**src/hw/oc_pkg.sv**
```systemverilog
package oc_pkg;

    localparam int num_banks     = 4;
    localparam int num_warps     = 4;
    localparam int regs_per_warp = 8;
    localparam int num_lanes     = 8;
    localparam int lane_w        = 32;
    localparam int rows_per_bank = 8;

    typedef logic [$clog2(num_warps)-1:0]     warp_t;
    typedef logic [$clog2(regs_per_warp)-1:0] reg_t;
    typedef logic [$clog2(num_banks)-1:0]     bank_t;
    typedef logic [$clog2(rows_per_bank)-1:0] row_t;
    typedef logic [num_lanes*lane_w-1:0]      vec_t;
    typedef logic [num_lanes-1:0]             mask_t;
    typedef logic [3:0]                       alu_op_t;

    typedef struct packed {
        warp_t       warp;
        reg_t        dst;
        alu_op_t     alu_op;
        logic [15:0] imm;
        logic        imm_valid;
        mask_t       mask;
    } instr_t;

    // skewed by warp so equal register numbers of different warps spread out
    function automatic bank_t bank_of(input warp_t warp, input reg_t r);
        return bank_t'(r[1:0] + warp);
    endfunction

    function automatic row_t row_of(input warp_t warp, input reg_t r);
        return {warp, r[2]};
    endfunction

    // index width for a select over n entries
    function automatic int idx_w(input int n);
        return (n > 1) ? $clog2(n) : 1;
    endfunction

endpackage

```
**src/hw/reg_bank.sv**
```systemverilog
`timescale 1ns/1ps

module reg_bank import oc_pkg::*; #(
    parameter int BANK_ID = 0
) (
    input  logic  clk,
    input  logic  wb_valid,
    input  warp_t wb_warp,
    input  reg_t  wb_reg,
    input  vec_t  wb_data,
    input  mask_t wb_mask,
    input  logic  rd_en,
    input  row_t  rd_row,
    output vec_t  rd_data
);

    vec_t mem [rows_per_bank];
    logic wb_hit;
    row_t wb_row;

    assign wb_hit = wb_valid && (bank_of(wb_warp, wb_reg) == bank_t'(BANK_ID));
    assign wb_row = row_of(wb_warp, wb_reg);

    always_ff @(posedge clk) begin
        if (wb_hit) begin
            for (int l = 0; l < num_lanes; l++) begin
                if (wb_mask[l]) begin
                    mem[wb_row][l*lane_w +: lane_w] <= wb_data[l*lane_w +: lane_w];
                end
            end
        end
    end

    // old data on a same-row write
    always_ff @(posedge clk) begin
        if (rd_en) begin
            rd_data <= mem[rd_row];
        end
    end

endmodule

```
**config.mk**
```make
export PLATFORM = sky130hd
export DESIGN_NAME = reg_bank
export DESIGN_NICKNAME = d
export VERILOG_FILES = /design/src/hw/oc_pkg.sv /design/src/hw/reg_bank.sv
export SDC_FILE = /design/constraint.sdc
export NUM_CORES = 2
export LEC_CHECK = 0
export ABC_AREA = 1
export BUFFER_PORTS_ARGS = -buffer_cell sky130_fd_sc_hd__buf_2
export CORE_ASPECT_RATIO = 1.25
export CORE_MARGIN = 2
export CORE_UTILIZATION = 30
export DETAILED_ROUTE_END_ITERATION = 10
export PLACE_DENSITY_LB_ADDON = 0.08
export SYNTH_ARGS = -nofsm -noshare
export SYNTH_HDL_FRONTEND = slang
export SYNTH_SLANG_ARGS = --single-unit
```
**constraint.sdc**
```tcl
create_clock -name clk -period 4.7 [get_ports clk]
set_input_delay 0.94 -clock clk [delete_from_list [all_inputs] [get_ports clk]]
set_output_delay 0.94 -clock clk [all_outputs]
set_load 0.02 [all_outputs]
```
==> run metrics <==
status completed; critical path capture point type flip-flop; Post-Syn Area just under 90000 um^2; Layout Utilization between 30% and 40%; H-tree levels 4; Fin Hold WS 0.3019 ns; Post-CTS Setup Repair Bufs 0; clk sinks approximately 2300; GPL Wtd Cong 0.7326; Clock Skew ~0.06 ns; reg-to-reg setup timing slack roughly 3.3 ns; Flop pwr share 51.8%; type of origin of the critical path input pin; Distinct cells, synth 15; vias in the first global route about 53000; Syn. warnings 0; Detailed Place HPWL between 100000 and 150000 um; Synthesized Nets between 7000 and 8000; FFs w/ async S/R, synth 0%; area share of xor/xnor cells in the synthesized design 0%; RSZ-0062 raised after global routing false; FF-to-FF path depth 6; count leader, synth edfxtp_1; Hold Crit Start wb_data[45]; Synth area leaders edfxtp_1 (78%), nor2_1 (8.9%), nand2_1 (5.4%); die width 491.3 um; # setup viols final 0; Mapped Cells around 7200; Clock Pin Slew Worst Setup and Hold Paths around 0.070 ns; crit path time final 2.852 ns; worst setup margin around 1.8 ns; fillers 28999; Root Buffer clkbuf_16; most instantiated cells after synthesis edfxtp_1 (2304), nor2_1 (2113), nand2_1 (1285), o21ai_1 (521), o21ai_0 (503); number of enable flip-flop cells after synthesis about 2300; worst r2r src mem[0][26]; final period utilization 60.68%; DP Area slightly below 100000 um^2; Fmax about 0.35 GHz; final net count about 8000; CP Max Fanout 18; leading area contributor after synthesis edfxtp_1; final global-route overflow total 0; first-pass GRT wire length between 300000 and 400000 um; placed cells approximately 11000; share of synthesized cell area in full adder, half adder and majority cells 0.01405%; CTS Buf Count 248; 1st-pass router iterations 7; top_reg_cell synth edfxtp_1; P_sw around 10 mW; WHS Endpoint mem[0][45]; Worst Max-Slew Pin Slew 1.112 ns; drt total wl around 260000 um; Max-cap violations 0; leakage power total 37.11 nW; Sw Ratio 23.01%; Setup CP Type input pin to flip-flop; Post-Synth Simple-Gate Area roughly 14%; max-slew violation count 0; TritonCTS clock tree done; Die Y a little over 600 um; DRT iter0 DRCs approximately 3400; post-synthesis compound-gate area fraction 5.755%; pre-CTS setup slack between 0.8 and 0.9 ns; mux share of post-synthesis cell area 0%; Tot GR Track Use around 17%; Comb power frac roughly 6.1%; post-cts sizing count 0; Reg area 69190 um^2; vias after detailed routing between 50000 and 60000; worst vdd ir 0.2921 mV; register area share after synthesis 77.69%; Fin Setup TNS 0 ns; Final Hold Fails 0; Starting Density a little under a third; largest net degree at the start of global routing 153; Clk pwr share between 40% and 50%; area share of the largest cell type after synthesis around 78%; average size of a mapped cell about 12 um^2; Worst-Skew Late Latency between 0.9 and 1 ns; Min-Delay Path Depth 1; critical path required time 5.27 ns; Yosys reg bits 2304; die area around 300000 um^2; fin cells 11863; synth-to-layout area growth 17.70%; ANT nets after route 0; post-layout instance area 104800 um^2; Power Density ~430 nW/um^2; Slew headroom about a quarter; site row count about 220; hold_buf cts 0; CORE AREA around 300000 um^2; Int Power roughly 34 mW; worst min path class input pin to flip-flop; Power Total 44.60 mW; DRC errors left 0; terminus of the critical flop-to-flop path rd_data[26]; Multi-input gate area 18510 um^2; Worst EP arrival 3.42 ns; layout cells sized above 1 between 10 and 15%; largest family of logic cells by synthesized area simple AND/OR/NAND/NOR gates; Wirelength per Cell 22.01 um; I/O Buffers 530; Clock Path Buffers 4; initial antenna violation count 117; I/O Pins roughly 530; Via density approximately 4.5
worst max path at each step:
| stage | from | end | slack, ns | depth (start not counted) |
|---|---|---|---|---|
| CTS | wb_warp[1] | mem[7][232] | 1.79 | 11 |
| detailed placement | wb_warp[1] | mem[7][227] | 0.82 | 11 |
| floorplan | wb_warp[0] | mem[0][0] | 1.09 | 4 |
| finish | wb_warp[1] | mem[7][232] | 1.85 | 11 |
| global placement | wb_warp[1] | mem[7][224] | 0.80 | 11 |
| global route | wb_warp[1] | mem[7][232] | 1.73 | 11 |
logic make-up after synthesis:
family	after synthesis
adders and majority gates	1
DFF	2304
buffers and inverters	406
and+or+nand+nor	3415
AOI/OAI and AO/OA	1024
routing by layer:
layer | vias to the layer above | part of all wire [%] | global-route usage [%] | wire length [um]
met5 | - | 0.16 | 0 | 418
met4 | 68 | 2.6 | 4.488 | 6811
met3 | 479 | 5.0 | 3.269 | 13040
met2 | 1037 | 48 | 28.65 | 126600
met1 | 26218 | 44 | 22.22 | 114300
li1 | 25861 | - | - | -
final cells by class:
class	instances	area share, %
clock buffers	305	6.206
clock inverters	144	1.086
well taps	3937	4.700
inverters	9	0.05372
repair buffers	699	4.233
multi-input cells	4440	17.65
diodes	25	0.05968
flip-flops and latches	2304	66.01
registers in the layout (all words and copies together) (netlist names):
name	count
mem	2048
rd_data	256
worst max-delay path: stages:
cell and delay [ns]:
buf_2 0.15, inv_1 0.18, nand2_1 0.10, nand2_1 0.09
nand2_1 0.05, nand2_1 0.35, buf_4 0.21, nand3_1 0.22
buf_4 0.31, nor2_4 0.52, buf_12 0.27
layout by cell type (no fill, tap or decap), types with 38 or more instances in the layout:
cell type	instances
nand2_1	1285
nor2_1	2048
buf_4	131
edfxtp_1	2304
clkbuf_1	53
nor2_4	65
o21ai_1	521
clkbuf_16	252
o21ai_0	503
buf_2	526
clkinv_1	71
buf_12	38
power by group through the flow:
stage	clock network, mW	registers (mW)	logic (mW)
after floorplan	0	23.7	1.24
after global placement	0	23.5	2.80
final	18.8	23.1	2.72
after detailed placement	0	23.5	2.81
after global routing	20.2	23.1	3.06
after CTS	19.5	23.1	2.82
Power figures use the tool's default switching activity.
