`config.mk`:
```
export PLATFORM = sky130hd
export DESIGN_NAME = collector_unit_flat
export DESIGN_NICKNAME = d
export VERILOG_FILES = /design/src/hw/oc_pkg.sv /design/src/hw/oc_req_if.sv /design/src/hw/collector_unit.sv /design/src/flat_wrapper.sv
export SDC_FILE = /design/constraint.sdc
export NUM_CORES = 1
export LEC_CHECK = 0
export ABC_CLOCK_PERIOD_IN_PS = 2700
export BUFFER_PORTS_ARGS = -buffer_cell sky130_fd_sc_hd__clkbuf_2
export CORE_AREA = 2 2 641 643
export DETAILED_ROUTE_END_ITERATION = 6
export DIE_AREA = 0 0 643 645
export PLACE_DENSITY = 0.3
export SYNTH_ARGS = -nofsm -noshare
export SYNTH_HDL_FRONTEND = slang
export SYNTH_SLANG_ARGS = --single-unit
```
`constraint.sdc`:
```
create_clock -name clk -period 2.7 [get_ports clk]
set_clock_uncertainty 0.05 [all_clocks]
set_input_delay 0.54 -clock clk [delete_from_list [all_inputs] [get_ports clk]]
set_output_delay 0.54 -clock clk [all_outputs]
set_load 0.05 [all_outputs]
```
`src/hw/oc_pkg.sv`:
```
package oc_pkg;

    localparam int num_banks     = 4;
    localparam int num_warps     = 4;
    localparam int regs_per_warp = 8;
    localparam int num_lanes     = 8;
    localparam int lane_w        = 32;
    localparam int rows_per_bank = 8;

    typedef logic [$clog2(num_warps)-1:0]     warp_t;
    typedef logic [$clog2(regs_per_warp)-1:0] reg_t;
    typedef logic [$clog2(num_banks)-1:0]     bank_t;
    typedef logic [$clog2(rows_per_bank)-1:0] row_t;
    typedef logic [num_lanes*lane_w-1:0]      vec_t;
    typedef logic [num_lanes-1:0]             mask_t;
    typedef logic [3:0]                       alu_op_t;

    typedef struct packed {
        warp_t       warp;
        reg_t        dst;
        alu_op_t     alu_op;
        logic [15:0] imm;
        logic        imm_valid;
        mask_t       mask;
    } instr_t;

    // skewed by warp so equal register numbers of different warps spread out
    function automatic bank_t bank_of(input warp_t warp, input reg_t r);
        return bank_t'(r[1:0] + warp);
    endfunction

    function automatic row_t row_of(input warp_t warp, input reg_t r);
        return {warp, r[2]};
    endfunction

    // index width for a select over n entries
    function automatic int idx_w(input int n);
        return (n > 1) ? $clog2(n) : 1;
    endfunction

endpackage

```
`src/hw/oc_req_if.sv`:
```
`timescale 1ns/1ps

interface oc_req_if;

    logic            busy;
    logic            ready;       // instruction held, both operands in
    logic [1:0]      req_valid;   // one per source slot
    logic [1:0][1:0] req_bank;
    logic [1:0][2:0] req_row;
    logic            alloc;       // issue fields valid on shared wires
    logic [1:0]      grant;
    logic            dispatch;    // frees the collector

    modport collector (
        output busy, ready, req_valid, req_bank, req_row,
        input  alloc, grant, dispatch
    );

    modport control (
        input  busy, ready, req_valid, req_bank, req_row,
        output alloc, grant, dispatch
    );

endinterface

```
`src/hw/collector_unit.sv`:
```
`timescale 1ns/1ps

module collector_unit import oc_pkg::*; (
    input  logic   clk,
    input  logic   rst_n,
    input  instr_t issue_instr,
    input  reg_t   issue_src1,
    input  logic   issue_src1_valid,
    input  reg_t   issue_src2,
    input  logic   issue_src2_valid,
    input  vec_t   bank_rd_data [num_banks],
    output instr_t instr,
    output vec_t   op1,
    output vec_t   op2,
    oc_req_if.collector req
);

    logic            busy;
    logic [1:0]      filled;
    logic [1:0]      pending;   // granted last cycle, data on bank output now
    bank_t [1:0]     src_bank;
    row_t  [1:0]     src_row;

    always_ff @(posedge clk) begin
        if (!rst_n) begin
            busy    <= 1'b0;
            filled  <= '0;
            pending <= '0;
        end else if (req.alloc) begin
            busy    <= 1'b1;
            filled  <= {~issue_src2_valid, ~issue_src1_valid}; // unused source is done
            pending <= '0;
        end else begin
            if (req.dispatch) begin
                busy <= 1'b0;
            end
            filled  <= filled | pending;
            pending <= req.grant;
        end
    end

    always_ff @(posedge clk) begin
        if (req.alloc) begin
            instr       <= issue_instr;
            src_bank[0] <= bank_of(issue_instr.warp, issue_src1);
            src_row[0]  <= row_of(issue_instr.warp, issue_src1);
            src_bank[1] <= bank_of(issue_instr.warp, issue_src2);
            src_row[1]  <= row_of(issue_instr.warp, issue_src2);
            op1         <= '0;
            op2         <= '0;
        end else begin
            if (pending[0]) begin
                op1 <= bank_rd_data[src_bank[0]];
            end
            if (pending[1]) begin
                op2 <= bank_rd_data[src_bank[1]];
            end
        end
    end

    assign req.busy      = busy;
    assign req.ready     = busy && (&filled);
    assign req.req_valid = {2{busy}} & ~filled & ~pending;
    assign req.req_bank  = src_bank;
    assign req.req_row   = src_row;

    // the arbiter must never serve a slot twice
    a_no_regrant: assert property (@(posedge clk) disable iff (!rst_n)
        (req.grant & (filled | pending)) == 2'b00);

endmodule

```
`src/flat_wrapper.sv`:
```
// flat-port wrapper written by rule: the top's interface ports become plain ports
module collector_unit_flat import oc_pkg::*;
  (clk, rst_n, issue_instr, issue_src1, issue_src1_valid, issue_src2, issue_src2_valid, bank_rd_data, instr, op1, op2, req_busy, req_ready, req_req_valid, req_req_bank, req_req_row, req_alloc, req_grant, req_dispatch);
  oc_req_if req_i ();
  input  logic clk;
  input  logic rst_n;
  input  instr_t issue_instr;
  input  reg_t issue_src1;
  input  logic issue_src1_valid;
  input  reg_t issue_src2;
  input  logic issue_src2_valid;
  input  vec_t bank_rd_data[num_banks];
  output instr_t instr;
  output vec_t op1;
  output vec_t op2;
  output wire logic [$bits(req_i.busy)-1:0] req_busy;
  output wire logic [$bits(req_i.ready)-1:0] req_ready;
  output wire logic [$bits(req_i.req_valid)-1:0] req_req_valid;
  output wire logic [$bits(req_i.req_bank)-1:0] req_req_bank;
  output wire logic [$bits(req_i.req_row)-1:0] req_req_row;
  input wire logic [$bits(req_i.alloc)-1:0] req_alloc;
  input wire logic [$bits(req_i.grant)-1:0] req_grant;
  input wire logic [$bits(req_i.dispatch)-1:0] req_dispatch;
  assign req_busy = req_i.busy;
  assign req_ready = req_i.ready;
  assign req_req_valid = req_i.req_valid;
  assign req_req_bank = req_i.req_bank;
  assign req_req_row = req_i.req_row;
  assign req_i.alloc = req_alloc;
  assign req_i.grant = req_grant;
  assign req_i.dispatch = req_dispatch;
  collector_unit u_core (.clk(clk), .rst_n(rst_n), .issue_instr(issue_instr), .issue_src1(issue_src1), .issue_src1_valid(issue_src1_valid), .issue_src2(issue_src2), .issue_src2_valid(issue_src2_valid), .bank_rd_data(bank_rd_data), .instr(instr), .op1(op1), .op2(op2), .req(req_i));
endmodule
```
==> results of run 1 <==
==> critical path, cell delays in order (launching register included) <==
cell	delay, ns
dfxtp_4	0.43
buf_12	0.21
or3b_2	0.77
o221ai_2	0.10
dlygate4sd3_1	0.59
==> cell usage after synthesis (3+ instances only) <==
| master | n |
|---|---|
| clkbuf_1 | 121 |
| edfxtp_1 | 40 |
| mux2i_1 | 1024 |
| dfxtp_1 | 517 |
| buf_2 | 164 |
| xnor2_1 | 4 |
| buf_1 | 3 |
| o221ai_1 | 32 |
| o221ai_2 | 480 |
| buf_4 | 5 |
| buf_6 | 55 |
| or3b_2 | 512 |
==> kinds of logic after synthesis <==
group	synth area share, %
AND/OR/NAND/NOR	12.7
flip-flops	32.2
buffers and inverters	5.41
adder cells (fa/ha/maj)	0.0697
AO/OA/AOI/OAI	20.9
multiplexers	28.6
XOR/XNOR	0.0976
==> metal layers <==
layer  GRT usage (%)  vias to the layer above
met5               0                        -
li1                -                    17700
met4            4.40                       20
met3            7.52                      322
met2            26.2                     1338
met1            15.3                    20000
==> what timing repair did <==
| action | 4_1_cts | 5_1_grt |
|---|---|---|
| setup buffers | 1 | 15 |
| gates cloned | 0 | 4 |
| endpoints found under the hold margin | 501 | 0 |
| endpoints found under the setup margin | 2 | 37 |
| hold buffers | 1287 | 0 |
| gates resized for setup | 3 | 14 |
==> final timing paths <==
kind,to,slack (ns),start
setup / recovery,u_core.op2[108],0.02,u_core.pending[1]
hold / removal,u_core.op2[133],0.08,bank_rd_data[133]
setup reg to reg,u_core.op2[108],0.02,u_core.pending[1]
hold reg to reg,u_core.filled[1],0.47,u_core.filled[1]
==> per-stage QoR <==
step	hold slack (ns)	total power, mW	utilization [%]
global placement	0.454	18.3	12.4
global route	0.0381	34.1	16.4
finish	0.0845	32.7	16.4
CTS	0.000435	33.3	16.3
detailed placement	0.466	18.3	12.4
floorplan	0.426	14.4	-
==> layout make-up <==
class / count / area, um2 / area share, %
timing repair buffer: 3089 / 23100 / 34.5
clock inverter: 25 / 256 / 0.383
clock buffer: 135 / 2760 / 4.12
antenna: 40 / 100 / 0.149
multi-input combinational: 2069 / 22400 / 33.4
tap: 5451 / 6820 / 10.2
sequential: 557 / 11600 / 17.3
==> sequential cells by signal, indices dropped and copies added, names as in the netlist <==
signal / count
u_core.req.req_row: 4
u_core.req.req_bank: 4
u_core.pending: 2
u_core.op1: 256
u_core.instr: 32
u_core.req.busy: 1
u_core.filled: 2
u_core.op2: 256
==> report_power, final <==
| group | internal [mW] | total, mW | leakage (nW) | switching, mW |
|---|---|---|---|---|
| combinational | 4.60 | 11.1 | 22.8 | 6.52 |
| clock | 7.32 | 12.5 | 1.49 | 5.15 |
| sequential | 8.79 | 9.11 | 4.59 | 0.327 |
| total | 20.7 | 32.7 | 28.9 | 12.0 |
==> results.sh, run 1 <==
export IMPL_status="finished, final reports clean"
export IMPL_tritoncts="done"
export IMPL_placed_area_um2=50700
export IMPL_grt_overflow=0
export IMPL_dr_wl_met3_um=36100
export IMPL_ioPinCount=1632
export IMPL_io_buffer_count=1631
export IMPL_yosysUniqueCellTypes=22
export IMPL_drt_total_wl_um=323000
export IMPL_highest_layer="met5"
export IMPL_core_area_um2=408000
export IMPL_critPathMaxFanout=121
export IMPL_antenna_left=0
export IMPL_grt_setup_unrepaired="no"
export IMPL_wl_met2_um=160000
export IMPL_fin_crit_sh_pct=99.4
export IMPL_arrival_ns=3.37
export IMPL_tightestPinTransition_ns=1.12
export IMPL_setup_viol=0
export IMPL_nets=6883
export IMPL_dieHeight_um=645
export IMPL_cts_root_buffer_cell="clkbuf_16"
export IMPL_cap_viol_max_count=0
export IMPL_synth_async_reset_ratio_pct=0
export IMPL_place_congestion=0.884
export IMPL_h_tree_depth=3
export IMPL_hold_viol_final=0
export IMPL_power_density_nw_per_um2=488
export IMPL_slew_viol_final=0
export IMPL_start_util_pct=8.79
export IMPL_antenna_found_initial=62
export IMPL_ys_flop_type="dfxtp_1"
export IMPL_synth_top_area_share_pct=28.8
export IMPL_yosysWarnings=0
export IMPL_synthTopCellsByArea="dfxtp_1 (29%), mux2i_1 (29%), o221ai_2 (20%)"
export IMPL_avgSynthCellArea_um2=12.1
export IMPL_synth_edf_count=40
export IMPL_cts_buffers=92
export IMPL_vias_per_cell=3.46
export IMPL_drt_met1_wl_um=117000
export IMPL_cp_required_ns=3.39
export IMPL_clock_latency_ns=0.85
export IMPL_syn_inst=2974
export IMPL_rows=235
export IMPL_firstDrtPassIters=5
export IMPL_clock_sinks=557
export IMPL_design_area_um2=67000
export IMPL_dp_cells=9860
export IMPL_wl_per_cell_um=28.4
export IMPL_fmax_ghz=0.373
export IMPL_synth_fp_nets=4048
export IMPL_grt_pass1_wl_um=417000
export IMPL_min_path_cells=3
export IMPL_reg2regPathDepth=4
export IMPL_grt_start_max_net_pins=125
export IMPL_die_x_um=643
export IMPL_hold_path_class="primary input to flop"
export IMPL_end_kind="flop"
export IMPL_dieArea_um2=415000
export IMPL_synth_top_area_cell="dfxtp_1"
export IMPL_ys_seq_elements=557
export IMPL_track_usage_pct=14.9
export IMPL_finalNonFillerCells=11400
export IMPL_post_route_drc_count=0
export IMPL_via_count=39400
export IMPL_drive_above_1_share_pct=50.1
export IMPL_cts_max_path_buffers=4
export IMPL_slew_headroom_pct=25.4
export IMPL_ys_seq_area_share_pct=32.2
export IMPL_peakVddDrop_mv=0.450
export IMPL_dp_hpwl_um=267000
export IMPL_final_common_cell="clkbuf_2"
export IMPL_synthesis_area_um2=35900
export IMPL_clk_pin_slew_worst_paths_ns=0.06
export IMPL_path_class="flop to flop"
export IMPL_startpoint_type="flop"
export IMPL_p_leak_nw=28.9
export IMPL_drt_iter0_drc=2029
export IMPL_area_growth_pct=86.6
export IMPL_place_ws_ns=0.400
export IMPL_num_fill_cells=46200
export IMPL_fin_tns_setup_ns=0
export IMPL_setup_ws_ns=0.0171
export IMPL_fin_crit_ns=2.68
export IMPL_final_cell_mix="clkbuf_2 (1628), dlygate4sd3_1 (1280), mux2i_1 (1024)"
export IMPL_grt_pass1_vias=43500
Note: power is estimated with default switching activity, not from simulation.
==> run 2: changes to the inputs <==
- HOLD_SLACK_MARGIN: unset -> 0.1
==> run 2 against run 1 <==
  * Power increased by 1.1%
  * Flip-flop and latch count did not move
  * First-iteration DRC count decreased by 6.6%
  * Highest routed layer unchanged
  * Global-route usage barely moved
  * Die area is the same
  * Utilization up 0.43 points
  * Critical path type unchanged
==> results.sh, run 2 (same netlist as run 1, synthesis figures left out) <==
export IMPL_fin_tns_setup_ns=0
export IMPL_reg_top3="u_core.op1 (256), u_core.op2 (256), u_core.instr (32)"
export IMPL_power_density_nw_per_um2=481
export IMPL_firstDrtPassIters=5
export IMPL_hold_path_class="primary input to flop"
export IMPL_clock_sinks=557
export IMPL_clock_latency_ns=0.85
export IMPL_grt_pass1_vias=44200
export IMPL_area_growth_pct=91.5
export IMPL_cts_buffers=92
export IMPL_cts_max_path_buffers=4
export IMPL_p_leak_nw=29.6
export IMPL_grt_pass1_wl_um=420000
export IMPL_final_cell_mix="clkbuf_2 (1628), dlygate4sd3_1 (1464), mux2i_1 (1024)"
export IMPL_end_kind="flop"
export IMPL_io_buffer_count=1631
export IMPL_arrival_ns=3.38
export IMPL_rows=235
export IMPL_via_count=39800
export IMPL_status="finished, final reports clean"
export IMPL_place_ws_ns=0.400
export IMPL_cts_root_buffer_cell="clkbuf_16"
export IMPL_startpoint_type="flop"
export IMPL_grt_start_max_net_pins=125
export IMPL_p_total_mw=33.1
export IMPL_place_congestion=0.884
export IMPL_grt_overflow=0
export IMPL_cap_viol_max_count=0
export IMPL_setup_ws_ns=0.0106
export IMPL_core_area_um2=408000
export IMPL_drive_above_1_share_pct=48.6
export IMPL_dieHeight_um=645
export IMPL_critPathMaxFanout=122
export IMPL_antenna_found_initial=60
export IMPL_final_common_cell="clkbuf_2"
export IMPL_h_tree_depth=3
export IMPL_fmax_ghz=0.372
export IMPL_start_util_pct=8.79
export IMPL_path_buf_inv=2
export IMPL_path_class="flop to flop"
export IMPL_tightestPinTransition_ns=1.14
export IMPL_peakVddDrop_mv=0.442
export IMPL_rrSetupSlack_ns=0.01
export IMPL_cp_cell_sequence="buf_12 > or3b_2 > o221ai_2 > dlygate4sd3_1"
export IMPL_die_x_um=643
export IMPL_critPathMaxStageDelay_ns=0.76
export IMPL_crit_family="buffers and inverters"
export IMPL_hold_viol_final=0
export IMPL_tritoncts="done"
export IMPL_setup_viol=0
export IMPL_slowest_stage="or3b_2"
export IMPL_drt_iter0_drc=1896
export IMPL_slew_headroom_pct=24.3
export IMPL_drt_total_wl_um=325000
export IMPL_antenna_left=0
export IMPL_ioPinCount=1632
export IMPL_dp_hpwl_um=267000
export IMPL_track_usage_pct=14.9
export IMPL_vias_per_cell=3.45
export IMPL_cp_required_ns=3.39
export IMPL_dieArea_um2=415000
export IMPL_post_route_drc_count=0
export IMPL_clk_pin_slew_worst_paths_ns=0.06
export IMPL_wl_per_cell_um=28.2
export IMPL_slew_viol_final=0
export IMPL_grt_setup_unrepaired="no"
export IMPL_fin_crit_sh_pct=99.6
export IMPL_fin_crit_ns=2.69
export IMPL_nets=7060
-- run 2: changes by cell type in the layout (fill, tap and decap cells not counted) --
cell / before / now
clkbuf_16: 98 / 99
buf_8: 1 / 2
diode_2: 40 / 37
buf_12: 43 / 42
dlygate4sd3_1: 1280 / 1464
dlymetal6s4s_1: 7 / 1
buf_4: 117 / 115
-- run 2: per-layer routing --
layer | GRT usage (%) | vias up | share of wire [%]
li1 | - | 18100 | -
met4 | 3.89 | 16 | 2.6
met2 | 26.5 | 1252 | 50
met3 | 7.20 | 318 | 11
met1 | 15.6 | 20200 | 37
met5 | 0 | - | 0.031
-- run 2: worst min-delay path, stage by stage --
cell      delay, ns
clkbuf_2       0.19
mux2i_1        0.13
o221ai_2       0.17
-- run 2: power breakdown --
group / internal [mW] / total, mW / switching, mW
clock network: 7.32 / 12.5 / 5.17
registers: 8.79 / 9.11 / 0.329
logic: 4.85 / 11.5 / 6.61
-- run 2: area by class of cell --
type | instances | area (um2)
Timing Repair Buffer | 3266 | 24900
Clock buffer | 135 | 2760
Sequential cell | 557 | 11600
Clock inverter | 25 | 256
Antenna cell | 37 | 92.6
Multi-Input combinational cell | 2069 | 22400
Tap cell | 5451 | 6820
Fill cell | 46100 | 339000
-- run 2: worst paths after layout --
check / startpoint / end / cells after the start
setup / recovery: u_core.pending[1] / u_core.op2[108] / 4
hold / removal: bank_rd_data[763] / u_core.op2[251] / 3
setup reg to reg: u_core.pending[1] / u_core.op2[108] / 4
hold reg to reg: u_core.filled[1] / u_core.filled[1] / 1
-- run 2: through the flow --
stage	std cells	hold WS (ns)	instance area, um2	util [%]
floorplan	2974	0.426	35900	-
global placement	9860	0.454	50700	12.4
detailed placement	9860	0.466	50700	12.4
CTS	11500	0.114	68400	16.8
global route	11500	0.138	68700	16.8
finish	11500	0.168	68700	16.8
-- run 2: repair_timing --
item,CTS,global route
hold endpoints to repair,557,0
endpoints found under the setup margin,2,36
cloned,0,5
hold buffers,1465,0
buffers inserted,1,13
resized for setup,3,10
==> run 3: changes to the inputs <==
- CORE_AREA: 2 2 641 643 -> 2 2 635 637
- CTS_BUF_LIST: unset -> sky130_fd_sc_hd__clkbuf_8
- DIE_AREA: 0 0 643 645 -> 0 0 637 639
==> run 3 against run 2 <==
  * Non-clock buffer count grew 22
  * Sequential power is essentially flat
  * Via count grew 1.1%
  * Register-to-register slack improved by 0.03 ns
  * Routed wire length decreased by 2.0%
  * Maximum frequency is 1.1% higher
  * Worst hold slack better by 0.11 ns
  * Sequential share of layout area hardly changed
  * Critical path type unchanged
==> results.sh, run 3 (same netlist as run 1, synthesis figures left out) <==
export IMPL_switching_power_mw=12.2
export IMPL_dp_hpwl_um=259000
export IMPL_ioPinCount=1632
export IMPL_path_depth=7
export IMPL_vias_per_cell=3.50
export IMPL_critPathLaunch="u_core.req.req_bank[0]"
export IMPL_slew_headroom_pct=43.0
export IMPL_design_area_um2=68900
export IMPL_rows=233
export IMPL_cp_cell_sequence="buf_4 > buf_12 > buf_16 > mux2i_1 > dlygate4sd3_1 > o221ai_2 > dlygate4sd3_1"
export IMPL_hold_path_class="primary input to flop"
export IMPL_tightestPinTransition_ns=0.856
export IMPL_clock_latency_ns=1.00
export IMPL_nets=7131
export IMPL_finalNonFillerCells=11500
export IMPL_arrival_ns=3.43
export IMPL_final_cell_mix="clkbuf_2 (1613), dlygate4sd3_1 (1492), mux2i_1 (1023)"
export IMPL_grt_pass1_vias=44500
export IMPL_clock_sinks=557
export IMPL_seqPwrFrac_pct=28.5
export IMPL_cap_viol_max_count=0
export IMPL_start_util_pct=8.95
export IMPL_grt_start_max_net_pins=149
export IMPL_h_tree_depth=4
export IMPL_tritoncts="done"
export IMPL_drt_iter0_drc=1757
export IMPL_grt_setup_unrepaired="yes"
export IMPL_crit_top_cell="dlygate4sd3_1"
export IMPL_dieArea_um2=407000
export IMPL_dp_cells=9686
export IMPL_setup_ws_ns=0.0398
export IMPL_firstDrtPassIters=5
export IMPL_crit_family="buffers and inverters"
export IMPL_drt_total_wl_um=319000
export IMPL_die_x_um=637
export IMPL_p_leak_nw=29.9
export IMPL_p_sw_share_pct=38.1
export IMPL_placed_area_um2=50600
export IMPL_slowest_stage="dlygate4sd3_1"
export IMPL_power_density_nw_per_um2=465
export IMPL_final_common_cell="clkbuf_2"
export IMPL_cts_max_path_buffers=4
export IMPL_status="finished, final reports clean"
export IMPL_cp_required_ns=3.47
export IMPL_crit_end="u_core.op1[67]"
export IMPL_rrSetupSlack_ns=0.04
export IMPL_fin_crit_sh_pct=98.5
export IMPL_fmax_ghz=0.376
export IMPL_p_int_mw=19.8
export IMPL_drive_above_1_share_pct=48.6
export IMPL_slew_viol_final=0
export IMPL_area_growth_pct=92.1
export IMPL_end_kind="flop"
export IMPL_path_buf_inv=5
export IMPL_path_class="flop to flop"
export IMPL_hold_viol_final=0
export IMPL_critPathMaxFanout=21
export IMPL_cts_root_buffer_cell="clkbuf_8"
export IMPL_reg2regPathDepth=7
export IMPL_antenna_left=0
export IMPL_place_congestion=0.884
export IMPL_via_count=40300
export IMPL_dieHeight_um=639
export IMPL_power_frac_comb_pct=35.5
export IMPL_place_ws_ns=0.158
export IMPL_wl_per_cell_um=27.7
export IMPL_io_buffer_count=1631
export IMPL_grt_overflow=0
export IMPL_r2r_start="u_core.req.req_bank[0]"
export IMPL_cts_buffers=141
export IMPL_startpoint_type="flop"
export IMPL_fin_crit_ns=2.66
export IMPL_p_clk_share_pct=36.0
export IMPL_peakVddDrop_mv=0.296
export IMPL_grt_pass1_wl_um=413000
export IMPL_post_route_drc_count=0
export IMPL_r2r_end="u_core.op1[67]"
export IMPL_reg_top3="u_core.op1 (256), u_core.op2 (256), u_core.instr (32)"
export IMPL_critPathMaxStageDelay_ns=0.60
export IMPL_clk_pin_slew_worst_paths_ns=0.06
export IMPL_track_usage_pct=14.9
export IMPL_setup_viol=0
export IMPL_core_area_um2=401000
export IMPL_antenna_found_initial=73
## run 3: cell types whose count changed in the layout (fill, tap and decap cells not counted), sizes merged
| cell | before | now |
|---|---|---|
| diode | 37 | 53 |
| bufinv | 3 | 5 |
| inv | 2 | 51 |
| clkbuf | 1770 | 1805 |
| buf | 166 | 162 |
| bufbuf | 0 | 2 |
| dlygate4sd3 | 1464 | 1492 |
| clkinv | 18 | 12 |
## run 3: layout make-up
| class | count | area, um2 |
|---|---|---|
| Sequential cell | 557 | 11600 |
| Multi-Input combinational cell | 2069 | 22400 |
| Fill cell | 44800 | 332000 |
| Clock buffer | 174 | 2390 |
| Timing Repair Buffer | 3288 | 25400 |
| Tap cell | 5287 | 6620 |
| Antenna cell | 53 | 133 |
| Clock inverter | 70 | 440 |
## run 3: worst min path at each step
stage | slack [ns] | startpoint | end | cells after the start
floorplan | 0.43 | u_core.filled[0] | u_core.filled[0] | 1
global placement | 0.45 | u_core.filled[0] | u_core.filled[0] | 1
detailed placement | 0.45 | u_core.filled[0] | u_core.filled[0] | 1
CTS | 0.10 | issue_instr[7] | u_core.instr[7] | 2
global route | 0.15 | issue_instr[13] | u_core.instr[13] | 2
finish | 0.27 | issue_instr[7] | u_core.instr[7] | 2
## run 3: worst reg2reg max path: cells and delay by family (launching register included)
family                 cells  cell delay [ns]
AOI/OAI and AO/OA          1             0.10
DFF                        1             0.38
muxes                      1             0.26
buffers and inverters      5             1.77
## run 3: per-layer routing
| layer | global-route usage [%] | part of all wire (%) |
|---|---|---|
| met5 | 0.331 | 0.090 |
| met4 | 4.92 | 3.4 |
| met3 | 7.21 | 11 |
| met2 | 25.6 | 48 |
| met1 | 15.8 | 37 |
## run 3: power groups by stage
stage               logic [mW]  clock network, mW  registers, mW
finish                    11.4               11.5           9.14
global route              12.0               12.4           9.19
global placement          8.99                  0           9.37
CTS                       11.5               12.1           9.16
detailed placement        8.99                  0           9.36
floorplan                 3.64                  0           10.7
## run 3: timing repair
item / 4_1_cts / 5_1_grt
resized for setup: 31 / 12
pin swaps: 1 / 1
hold buffers: 1493 / 0
buffers inserted: 12 / 7
cloned: 2 / 3
setup endpoints to repair: 26 / 43
hold endpoints to repair: 561 / 0
## run 3: per-stage QoR
| step | power, mW | setup TNS, ns | utilization, % | hold WS, ns |
|---|---|---|---|---|
| floorplan | 14.4 | 0 | - | 0.426 |
| global placement | 18.4 | 0 | 12.6 | 0.446 |
| detailed placement | 18.3 | 0 | 12.6 | 0.448 |
| CTS | 32.8 | -0.571 | 17.1 | 0.105 |
| global route | 33.6 | -0.184 | 17.2 | 0.149 |
| finish | 32.1 | 0 | 17.2 | 0.274 |
